==> src/mbox_pkg.sv <==
// mailbox register map, AXI response codes and status word layout, imported by RTL and testbench
`default_nettype none

package mbox_pkg;

    // bus geometry
    localparam int unsigned AXIL_ADDR_W = 4;   // 16-byte register window
    localparam int unsigned AXIL_DATA_W = 32;  // also the queue word width

    // register offsets inside the window
    localparam logic [AXIL_ADDR_W-1:0] REG_DATA   = 4'h0; // write pushes, read pops
    localparam logic [AXIL_ADDR_W-1:0] REG_STATUS = 4'h4; // read-only flags and fill count
    localparam logic [AXIL_ADDR_W-1:0] REG_CTRL   = 4'h8; // bit 0 flushes, reads as zero

    // control register fields
    localparam int unsigned CTRL_FLUSH_BIT = 0;

    // AXI response encodings in use
    localparam logic [1:0] RESP_OKAY   = 2'b00;
    localparam logic [1:0] RESP_SLVERR = 2'b10; // queue full/empty or unmapped offset

    // status word layout
    localparam int unsigned STAT_FULL_BIT      = 0;
    localparam int unsigned STAT_EMPTY_BIT     = 1;
    localparam int unsigned STAT_ALM_FULL_BIT  = 2;
    localparam int unsigned STAT_ALM_EMPTY_BIT = 3;
    // fill count field, bits 15:8
    localparam int unsigned STAT_USAGE_LSB     = 8;
    localparam int unsigned STAT_USAGE_W       = 8; // enough for DEPTH up to 256

    // bits 7:4 and 31:16 read as zero

endpackage

`default_nettype wire

==> src/axil_read_ch.sv <==
// AXI4-Lite read path of the mailbox, pops the queue on data reads and returns the status word
`default_nettype none

module axil_read_ch #(
    parameter int unsigned  DEPTH      = 8,
    localparam int unsigned ADDR_DEPTH = $clog2(DEPTH)
) (
    input  logic                             clk_i,
    input  logic                             rst_i,
    // AR channel
    input  logic                             arvalid_i,
    output logic                             arready_o,
    input  logic [mbox_pkg::AXIL_ADDR_W-1:0] araddr_i,
    // R channel
    output logic                             rvalid_o,
    input  logic                             rready_i,
    output logic [mbox_pkg::AXIL_DATA_W-1:0] rdata_o,
    output logic [1:0]                       rresp_o,
    // queue side
    input  logic [mbox_pkg::AXIL_DATA_W-1:0] head_i,
    input  logic                             full_i,
    input  logic                             empty_i,
    input  logic                             alm_full_i,
    input  logic                             alm_empty_i,
    input  logic [ADDR_DEPTH-1:0]            usage_i,  // wrapped, 0 when full
    output logic                             pop_o     // one-cycle pulse
);
    import mbox_pkg::*;

    logic                   rvalid_q;
    logic [AXIL_DATA_W-1:0] rdata_q;
    logic [1:0]             rresp_q;
    logic                   ar_fire;
    logic [AXIL_DATA_W-1:0] status_word;
    logic [AXIL_DATA_W-1:0] rd_data;
    logic [1:0]             rd_resp;

    assign arready_o = !rvalid_q; // one read in flight at a time
    assign ar_fire   = arvalid_i && arready_o;
    // head is sampled in the same cycle, so it leaves the queue on this edge
    assign pop_o     = ar_fire && (araddr_i == REG_DATA) && !empty_i;

    // status layout, count zero-extended into the 8-bit field
    always_comb begin
        status_word                     = '0;
        status_word[STAT_FULL_BIT]      = full_i;
        status_word[STAT_EMPTY_BIT]     = empty_i;
        status_word[STAT_ALM_FULL_BIT]  = alm_full_i;
        status_word[STAT_ALM_EMPTY_BIT] = alm_empty_i;
        status_word[STAT_USAGE_LSB +: STAT_USAGE_W] = STAT_USAGE_W'(usage_i);
    end

    // read mux and response
    always_comb begin
        rd_data = '0;
        rd_resp = RESP_OKAY;
        case (araddr_i)
            REG_DATA: begin
                if (empty_i) begin
                    rd_resp = RESP_SLVERR; // nothing to pop, data stays zero
                end else begin
                    rd_data = head_i;
                end
            end
            REG_STATUS: rd_data = status_word;
            REG_CTRL:   rd_data = '0;          // write-only strobe
            default:    rd_resp = RESP_SLVERR;
        endcase
    end

    always_ff @(posedge clk_i) begin
        if (rst_i) begin
            rvalid_q <= 1'b0;
        end else if (ar_fire) begin
            rvalid_q <= 1'b1;
        end else if (rready_i) begin
            rvalid_q <= 1'b0; // also covers the idle case
        end
    end

    // response payload, held while rready is low
    always_ff @(posedge clk_i) begin
        if (ar_fire) begin
            rdata_q <= rd_data;
            rresp_q <= rd_resp;
        end
    end

    assign rvalid_o = rvalid_q;
    assign rdata_o  = rdata_q;
    assign rresp_o  = rresp_q;

endmodule

`default_nettype wire

==> src/axil_write_ch.sv <==
// AXI4-Lite write path of the mailbox, turns data and control writes into queue push and flush
`default_nettype none

module axil_write_ch (
    input  logic                                 clk_i,
    input  logic                                 rst_i,
    // AW channel
    input  logic                                 awvalid_i,
    output logic                                 awready_o,
    input  logic [mbox_pkg::AXIL_ADDR_W-1:0]     awaddr_i,
    // W channel
    input  logic                                 wvalid_i,
    output logic                                 wready_o,
    input  logic [mbox_pkg::AXIL_DATA_W-1:0]     wdata_i,
    input  logic [mbox_pkg::AXIL_DATA_W/8-1:0]   wstrb_i,   // no byte enables, always full word
    // B channel
    output logic                                 bvalid_o,
    input  logic                                 bready_i,
    output logic [1:0]                           bresp_o,
    // queue side
    input  logic                                 full_i,
    output logic                                 push_o,    // one-cycle pulse
    output logic                                 flush_o,   // one-cycle pulse
    output logic [mbox_pkg::AXIL_DATA_W-1:0]     push_data_o
);
    import mbox_pkg::*;

    logic                   aw_held_q;  // address captured, waiting for data
    logic [AXIL_ADDR_W-1:0] awaddr_q;
    logic                   w_held_q;   // data captured, waiting for address
    logic [AXIL_DATA_W-1:0] wdata_q;
    logic                   bvalid_q;
    logic [1:0]             bresp_q;
    logic                   do_wr;      // both halves in, act this cycle
    logic [1:0]             wr_resp;

    // each channel stalls while its item is held or a response is outstanding
    assign awready_o = !aw_held_q && !bvalid_q;
    assign wready_o  = !w_held_q && !bvalid_q;

    assign do_wr = aw_held_q && w_held_q; // true for exactly one cycle, the held bits clear next

    assign push_o      = do_wr && (awaddr_q == REG_DATA) && !full_i; // full means drop + error
    assign flush_o     = do_wr && (awaddr_q == REG_CTRL) && wdata_q[CTRL_FLUSH_BIT];
    assign push_data_o = wdata_q;

    assign bvalid_o = bvalid_q;
    assign bresp_o  = bresp_q;

    // response decode against the queue state of the action cycle
    always_comb begin
        wr_resp = RESP_OKAY;
        case (awaddr_q)
            REG_DATA: begin
                if (full_i) begin
                    wr_resp = RESP_SLVERR;
                end
            end
            REG_STATUS: wr_resp = RESP_OKAY; // read-only, write dropped silently
            REG_CTRL:   wr_resp = RESP_OKAY; // bit 0 clear is a no-op
            default:    wr_resp = RESP_SLVERR;
        endcase
    end

    // handshake state
    always_ff @(posedge clk_i) begin
        if (rst_i) begin
            aw_held_q <= 1'b0;
            w_held_q  <= 1'b0;
            bvalid_q  <= 1'b0;
        end else begin
            if (awvalid_i && awready_o) begin
                aw_held_q <= 1'b1;
            end else if (do_wr) begin
                aw_held_q <= 1'b0;
            end
            if (wvalid_i && wready_o) begin
                w_held_q <= 1'b1;
            end else if (do_wr) begin
                w_held_q <= 1'b0;
            end
            if (do_wr) begin
                bvalid_q <= 1'b1;              // response the cycle after the action
            end else if (bvalid_q && bready_i) begin
                bvalid_q <= 1'b0;
            end
        end
    end

    // payload capture
    always_ff @(posedge clk_i) begin
        if (awvalid_i && awready_o) begin
            awaddr_q <= awaddr_i;
        end
        if (wvalid_i && wready_o) begin
            wdata_q <= wdata_i;
        end
        if (do_wr) begin
            bresp_q <= wr_resp; // stable while bready is low
        end
    end

endmodule

`default_nettype wire

==> src/fifo_v2.sv <==
// mailbox queue with almost-full and almost-empty flags on top of fifo_v3, used by mbox_top
`default_nettype none

module fifo_v2 #(
    parameter bit           FALL_THROUGH = 1'b0,
    parameter int unsigned  DEPTH        = 8,    // power of two, 2 to 256
    parameter int unsigned  ALM_FULL_TH  = 6,    // alm_full_o once fill >= this
    parameter int unsigned  ALM_EMPTY_TH = 1,    // alm_empty_o while fill <= this
    localparam int unsigned ADDR_DEPTH   = $clog2(DEPTH)
) (
    input  logic                             clk_i,
    input  logic                             rst_i,
    input  logic                             flush_i,
    input  logic                             push_i,
    input  logic                             pop_i,
    input  logic [mbox_pkg::AXIL_DATA_W-1:0] data_i,
    output logic                             full_o,
    output logic                             empty_o,
    output logic                             alm_full_o,
    output logic                             alm_empty_o,
    output logic [ADDR_DEPTH-1:0]            usage_o,   // forwarded for the status register
    output logic [mbox_pkg::AXIL_DATA_W-1:0] data_o
);

    logic [ADDR_DEPTH:0] fill; // real count, usage_o alone reads 0 when full

    fifo_v3 #(
        .FALL_THROUGH ( FALL_THROUGH ),
        .DEPTH        ( DEPTH        )
    ) i_fifo_v3 (
        .clk_i   ( clk_i   ),
        .rst_i   ( rst_i   ),
        .flush_i ( flush_i ),
        .push_i  ( push_i  ),
        .pop_i   ( pop_i   ),
        .data_i  ( data_i  ),
        .full_o  ( full_o  ),
        .empty_o ( empty_o ),
        .usage_o ( usage_o ),
        .data_o  ( data_o  )
    );

    // full only happens at count DEPTH, a power of two, so full is the missing msb
    assign fill = {full_o, usage_o};

    // threshold compare on the wide count so a full queue stays almost full
    assign alm_full_o  = (fill >= (ADDR_DEPTH + 1)'(ALM_FULL_TH));
    assign alm_empty_o = (fill <= (ADDR_DEPTH + 1)'(ALM_EMPTY_TH));

endmodule

`default_nettype wire

==> src/fifo_v3.sv <==
// circular-buffer word storage with fill count, instantiated by fifo_v2 in the mailbox queue
`default_nettype none

module fifo_v3 #(
    parameter bit           FALL_THROUGH = 1'b0, // empty queue hands data_i straight out
    parameter int unsigned  DEPTH        = 8,    // power of two, 2 to 256
    localparam int unsigned ADDR_DEPTH   = $clog2(DEPTH)
) (
    input  logic                             clk_i,
    input  logic                             rst_i,   // sync, active high
    input  logic                             flush_i, // drops all entries
    input  logic                             push_i,  // write data_i at the tail
    input  logic                             pop_i,   // drop the head
    input  logic [mbox_pkg::AXIL_DATA_W-1:0] data_i,
    output logic                             full_o,
    output logic                             empty_o,
    output logic [ADDR_DEPTH-1:0]            usage_o, // wraps to zero when full
    output logic [mbox_pkg::AXIL_DATA_W-1:0] data_o   // current head
);
    import mbox_pkg::*;

    logic [AXIL_DATA_W-1:0] mem_q [DEPTH];
    logic [ADDR_DEPTH-1:0]  rd_ptr_q, rd_ptr_n;
    logic [ADDR_DEPTH-1:0]  wr_ptr_q, wr_ptr_n;
    logic [ADDR_DEPTH:0]    cnt_q, cnt_n;   // extra bit tells full from empty
    logic                   bypass;         // fall-through word never touches storage
    logic                   do_push;
    logic                   do_pop;

    // next slot index, wraps at DEPTH
    function automatic logic [ADDR_DEPTH-1:0] ptr_inc(input logic [ADDR_DEPTH-1:0] ptr);
        if (ptr == ADDR_DEPTH'(DEPTH - 1)) begin
            return '0;
        end
        return ptr + 1'b1;
    endfunction

    assign full_o  = (cnt_q == (ADDR_DEPTH + 1)'(DEPTH));
    // in fall-through mode a pushed word is visible in the same cycle
    assign empty_o = (cnt_q == '0) && !(FALL_THROUGH && push_i);
    assign usage_o = cnt_q[ADDR_DEPTH-1:0];

    assign bypass  = FALL_THROUGH && (cnt_q == '0) && push_i && pop_i;
    // a full queue still takes a word if a fall-through pop frees its slot
    assign do_push = push_i && (!full_o || (FALL_THROUGH && pop_i)) && !bypass;
    assign do_pop  = pop_i && !empty_o && !bypass; // pop on empty is ignored

    // head select
    always_comb begin
        data_o = mem_q[rd_ptr_q];
        if (FALL_THROUGH && (cnt_q == '0)) begin
            data_o = data_i; // nothing stored yet, show the incoming word
        end
    end

    // pointer and count update, push and pop together cancel in the count
    always_comb begin
        rd_ptr_n = rd_ptr_q;
        wr_ptr_n = wr_ptr_q;
        cnt_n    = cnt_q;
        if (do_push) begin
            wr_ptr_n = ptr_inc(wr_ptr_q);
            cnt_n    = cnt_n + 1'b1;
        end
        if (do_pop) begin
            rd_ptr_n = ptr_inc(rd_ptr_q);
            cnt_n    = cnt_n - 1'b1;
        end
    end

    always_ff @(posedge clk_i) begin
        if (rst_i) begin
            rd_ptr_q <= '0;
            wr_ptr_q <= '0;
            cnt_q    <= '0;
        end else if (flush_i) begin // flush beats any push or pop this cycle
            rd_ptr_q <= '0;
            wr_ptr_q <= '0;
            cnt_q    <= '0;
        end else begin
            rd_ptr_q <= rd_ptr_n;
            wr_ptr_q <= wr_ptr_n;
            cnt_q    <= cnt_n;
        end
    end

    // storage array
    always_ff @(posedge clk_i) begin
        if (do_push) begin
            mem_q[wr_ptr_q] <= data_i; // tail slot, stale contents after flush are unreachable
        end
    end

endmodule

`default_nettype wire

==> src/mbox_top.sv <==
// mailbox peripheral top, AXI4-Lite slave ports wired to the write and read handlers and the queue
`default_nettype none

module mbox_top #(
    parameter int unsigned DEPTH        = 8,    // power of two, 2 to 256
    parameter int unsigned ALM_FULL_TH  = 6,
    parameter int unsigned ALM_EMPTY_TH = 1,
    parameter bit          FALL_THROUGH = 1'b0
) (
    input  logic                               clk_i,
    input  logic                               rst_i,
    // write address
    input  logic                               awvalid_i,
    output logic                               awready_o,
    input  logic [mbox_pkg::AXIL_ADDR_W-1:0]   awaddr_i,
    // write data
    input  logic                               wvalid_i,
    output logic                               wready_o,
    input  logic [mbox_pkg::AXIL_DATA_W-1:0]   wdata_i,
    input  logic [mbox_pkg::AXIL_DATA_W/8-1:0] wstrb_i,
    // write response
    output logic                               bvalid_o,
    input  logic                               bready_i,
    output logic [1:0]                         bresp_o,
    // read address
    input  logic                               arvalid_i,
    output logic                               arready_o,
    input  logic [mbox_pkg::AXIL_ADDR_W-1:0]   araddr_i,
    // read data
    output logic                               rvalid_o,
    input  logic                               rready_i,
    output logic [mbox_pkg::AXIL_DATA_W-1:0]   rdata_o,
    output logic [1:0]                         rresp_o
);
    import mbox_pkg::*;

    localparam int unsigned USAGE_W = $clog2(DEPTH); // matches the queue's count width

    logic                   push;
    logic                   flush;
    logic                   pop;
    logic [AXIL_DATA_W-1:0] push_data;
    logic [AXIL_DATA_W-1:0] head;
    logic                   full;
    logic                   empty;
    logic                   alm_full;
    logic                   alm_empty;
    logic [USAGE_W-1:0]     usage;

    axil_write_ch i_write_ch (
        .clk_i       ( clk_i     ),
        .rst_i       ( rst_i     ),
        .awvalid_i   ( awvalid_i ),
        .awready_o   ( awready_o ),
        .awaddr_i    ( awaddr_i  ),
        .wvalid_i    ( wvalid_i  ),
        .wready_o    ( wready_o  ),
        .wdata_i     ( wdata_i   ),
        .wstrb_i     ( wstrb_i   ),
        .bvalid_o    ( bvalid_o  ),
        .bready_i    ( bready_i  ),
        .bresp_o     ( bresp_o   ),
        .full_i      ( full      ),
        .push_o      ( push      ),
        .flush_o     ( flush     ),
        .push_data_o ( push_data )
    );

    axil_read_ch #(
        .DEPTH ( DEPTH )
    ) i_read_ch (
        .clk_i       ( clk_i     ),
        .rst_i       ( rst_i     ),
        .arvalid_i   ( arvalid_i ),
        .arready_o   ( arready_o ),
        .araddr_i    ( araddr_i  ),
        .rvalid_o    ( rvalid_o  ),
        .rready_i    ( rready_i  ),
        .rdata_o     ( rdata_o   ),
        .rresp_o     ( rresp_o   ),
        .head_i      ( head      ),
        .full_i      ( full      ),
        .empty_i     ( empty     ),
        .alm_full_i  ( alm_full  ),
        .alm_empty_i ( alm_empty ),
        .usage_i     ( usage     ),
        .pop_o       ( pop       )
    );

    // both handlers share one fill state
    fifo_v2 #(
        .FALL_THROUGH ( FALL_THROUGH ),
        .DEPTH        ( DEPTH        ),
        .ALM_FULL_TH  ( ALM_FULL_TH  ),
        .ALM_EMPTY_TH ( ALM_EMPTY_TH )
    ) i_fifo (
        .clk_i       ( clk_i     ),
        .rst_i       ( rst_i     ),
        .flush_i     ( flush     ),
        .push_i      ( push      ),
        .pop_i       ( pop       ),
        .data_i      ( push_data ),
        .full_o      ( full      ),
        .empty_o     ( empty     ),
        .alm_full_o  ( alm_full  ),
        .alm_empty_o ( alm_empty ),
        .usage_o     ( usage     ),
        .data_o      ( head      )
    );

endmodule

`default_nettype wire

==> config.mk <==
export PLATFORM = sky130hd
export DESIGN_NAME = mbox_top
export DESIGN_NICKNAME = d
export VERILOG_FILES = /design/src/mbox_pkg.sv /design/src/axil_read_ch.sv /design/src/axil_write_ch.sv /design/src/fifo_v2.sv /design/src/fifo_v3.sv /design/src/mbox_top.sv
export SDC_FILE = /design/constraint.sdc
export NUM_CORES = 1
export LEC_CHECK = 0
export ABC_AREA = 1
export BUFFER_PORTS_ARGS = -buffer_cell sky130_fd_sc_hd__buf_2
export CAP_MARGIN = 40
export CORE_MARGIN = 5
export CORE_UTILIZATION = 54
export CTS_CLUSTER_DIAMETER = 100
export DETAILED_ROUTE_END_ITERATION = 8
export PLACE_DENSITY = 0.77
export SLEW_MARGIN = 20
export SYNTH_ARGS = -nofsm -noshare
export SYNTH_HDL_FRONTEND = slang
export SYNTH_SLANG_ARGS = --single-unit
==> constraint.sdc <==
create_clock -name clk_i -period 3.8 [get_ports clk_i]
set_input_delay 0.38 -clock clk_i [delete_from_list [all_inputs] [get_ports clk_i]]
set_output_delay 0.38 -clock clk_i [all_outputs]
set_load 0.05 [all_outputs]
==> metrics <==
status=finished, final reports clean; worst-skew pair later-pin latency=0.52 ns; post-CTS setup buffers=0; Synth Cell Area=13100 sq um; CTS tree=done; H-tree levels=2; fmax=0.388 GHz; most frequent cells in the layout=edfxtp_1 (326), nor2_1 (196), o21ai_0 (139); Worst EP required=4.05 ns; Routed Antenna Nets=0; Die H=166 microns; Tcrit/Tclk final=0.677; initial antenna violation count=0; CTS Buf Count=34; gr usage total=0.187; CP max stage delay=0.71 ns; Most used DFF post-synth=edfxtp_1; gpl congestion=0.773; multi-input logic area=2660 sq um; crit path launch type=register; Mapped Cells=942; worst path cell trace=clkinv_2 -> buf_4 -> o21ai_0 -> o22ai_1 -> o211ai_1 -> o21ai_0; Die X-Extent=166 microns; hold_sp=wdata_i[15]; ys async rst share=0; crit-path max FO=58; FF+latch area=10100 sq um; vias in the first global route=7611; Final WS setup=1.23 ns; DR vias/cell=5.65; Hold WC Path Type=input port to register; Core Box Area=24100 sq um; Avg Cell Area, Syn=13.9 sq um; Slew Viols, Final=0; # nets final=1093; synthesis-stage register bit count=343; post-synthesis sequential area ratio=0.772; CTS Root Cell=clkbuf_16; n_diodes=0; DRC=0; Slew @ Worst Pin=0.802 ns; clk_skew=0.0162 ns; dpl ws=1.22 ns; Final Hold Viols=0; Starting Density=0.544; PortBufs=85; Worst EP arrival=2.82 ns; # IOs=92; fill count=1755; Post-CTS Hold Fix Bufs=0; utilization after layout=0.626; Post-synth EDFFs=326; worst rel slew slack=0.465; Setup crit end kind=register; Clk pin slew, worst setup/hold paths=0.06 ns; Critical Setup Path Class=register to register; r2r setup slk=1.23 ns; clk sinks=343; CP max-delay cell=dfxtp_4; dpl hpwl=14100 microns; CP dominant cell by count=o21ai_0; # rows=57; Area Growth Syn to Fin=15.1%; first-pass GRT wire length=40800 microns; leak pwr=0.00528 uW; Power Total=7930 uW; Post-Route WL=26100 microns; DR vias=7814; share of cells above drive strength 1=0.182; largest net degree at the start of global routing=73; DIE AREA=27500 sq um; Yosys Warn Count=0; minimum clock period=2.57 ns; RSZ-0062 raised after global routing=false; commonest non-fill, non-tap cell in the layout=edfxtp_1; WL/cell=18.9 microns; PD cells=525 nW/um^2; maximum vdd drop=0.250 mV; Max clock buf depth=3; Max Cap Viol=0; drt pass-1 iters=6; Final setup viols=0; DR iter-0 viols=742; gr ovfl total=0; post-synth cell types=37; PostCTS Resize Cnt=0
==> per-layer routing <==
layer / track usage / part of all wire / up-vias
li1: - / - / 3659
met1: 0.253 / 0.40 / 3778
met2: 0.311 / 0.50 / 319
met3: 0.0352 / 0.077 / 58
met4: 0.0595 / 0.025 / 0
met5: 0 / 0 / -
==> worst paths after layout <==
path                           endpoint  cells past startpoint
max               i_read_ch.rdata_o[10]                      6
min          i_write_ch.push_data_o[15]                      1
max reg2reg       i_read_ch.rdata_o[10]                      6
min reg2reg                    register                      2
==> layout make-up <==
class                   count  share of cell area
clock buffers              39              0.0590
repair buffers            107              0.0404
flip-flops and latches    343               0.671
multi-input cells         519               0.176
inverters                  28             0.00704
well taps                 324              0.0269
clock inverters            23              0.0195
==> cells in the mapped netlist (all sizes together) (8+ instances only) <==
cell	instances	share of area
edfxtp	326	0.75
o221ai	10	0.0067
o22ai	54	0.026
ha	9	0.0086
nand2	32	0.012
nor3	8	0.0034
dfxtp	17	0.026
a21oi	11	0.0051
nor2	203	0.060
inv	28	0.0080
o21ai	166	0.063
buf	24	0.012
nand3	10	0.0048
clkbuf	29	0.0083
==> cell families after synthesis <==
group | synth area share
flops | 0.772
simple gates | 0.0819
compound gates | 0.107
buf+inv | 0.0287
fa+ha+maj | 0.00859
other cells | 0.000286
xor+xnor | 0.00134
==> registers in the layout (all words and copies together), names as in the netlist, named ones only <==
register and count:
i_write_ch.awaddr_q 4, i_read_ch.rdata_o 32, i_write_ch.aw_held_q 1, i_read_ch.rvalid_o 1, i_write_ch.w_held_q 1, i_fifo.i_fifo_v3.wr_ptr_q 3
i_write_ch.bresp_o 1, i_fifo.i_fifo_v3.rd_ptr_q 3, i_write_ch.bvalid_o 1, i_fifo.i_fifo_v3.cnt_q 4, i_write_ch.push_data_o 32, i_fifo.i_fifo_v3.mem_q 256
i_read_ch.rresp_o 1
==> per-stage QoR <==
stage / TNS (ns) / instances / hold WS, ns / instance area [sq um]
4_1_cts: 0 / 1382 / 0.0175 / 15100
5_1_grt: 0 / 1383 / 0.0131 / 15100
3_3_place_gp: 0 / 1320 / 0.471 / 13900
6_report: 0 / 1383 / 0.0328 / 15100
3_5_place_dp: 0 / 1320 / 0.471 / 13900
2_1_floorplan: -7.34 / 943 / 0.449 / 13100
==> critical path: cells and delay by family, from the launching register on <==
| family | cells | cell delay, ns |
|---|---|---|
| buffers and inverters | 2 | 0.89 |
| DFF | 1 | 0.71 |
| AOI/OAI and AO/OA | 4 | 0.67 |
==> power by group <==
group | internal [uW] | total [uW] | switching (uW)
Clock | 2110 | 3480 | 1370
Combinational | 45.9 | 193 | 147
Sequential | 4210 | 4260 | 55.1
Total | 6360 | 7930 | 1570
No activity file was read; power rests on OpenSTA's default activity.
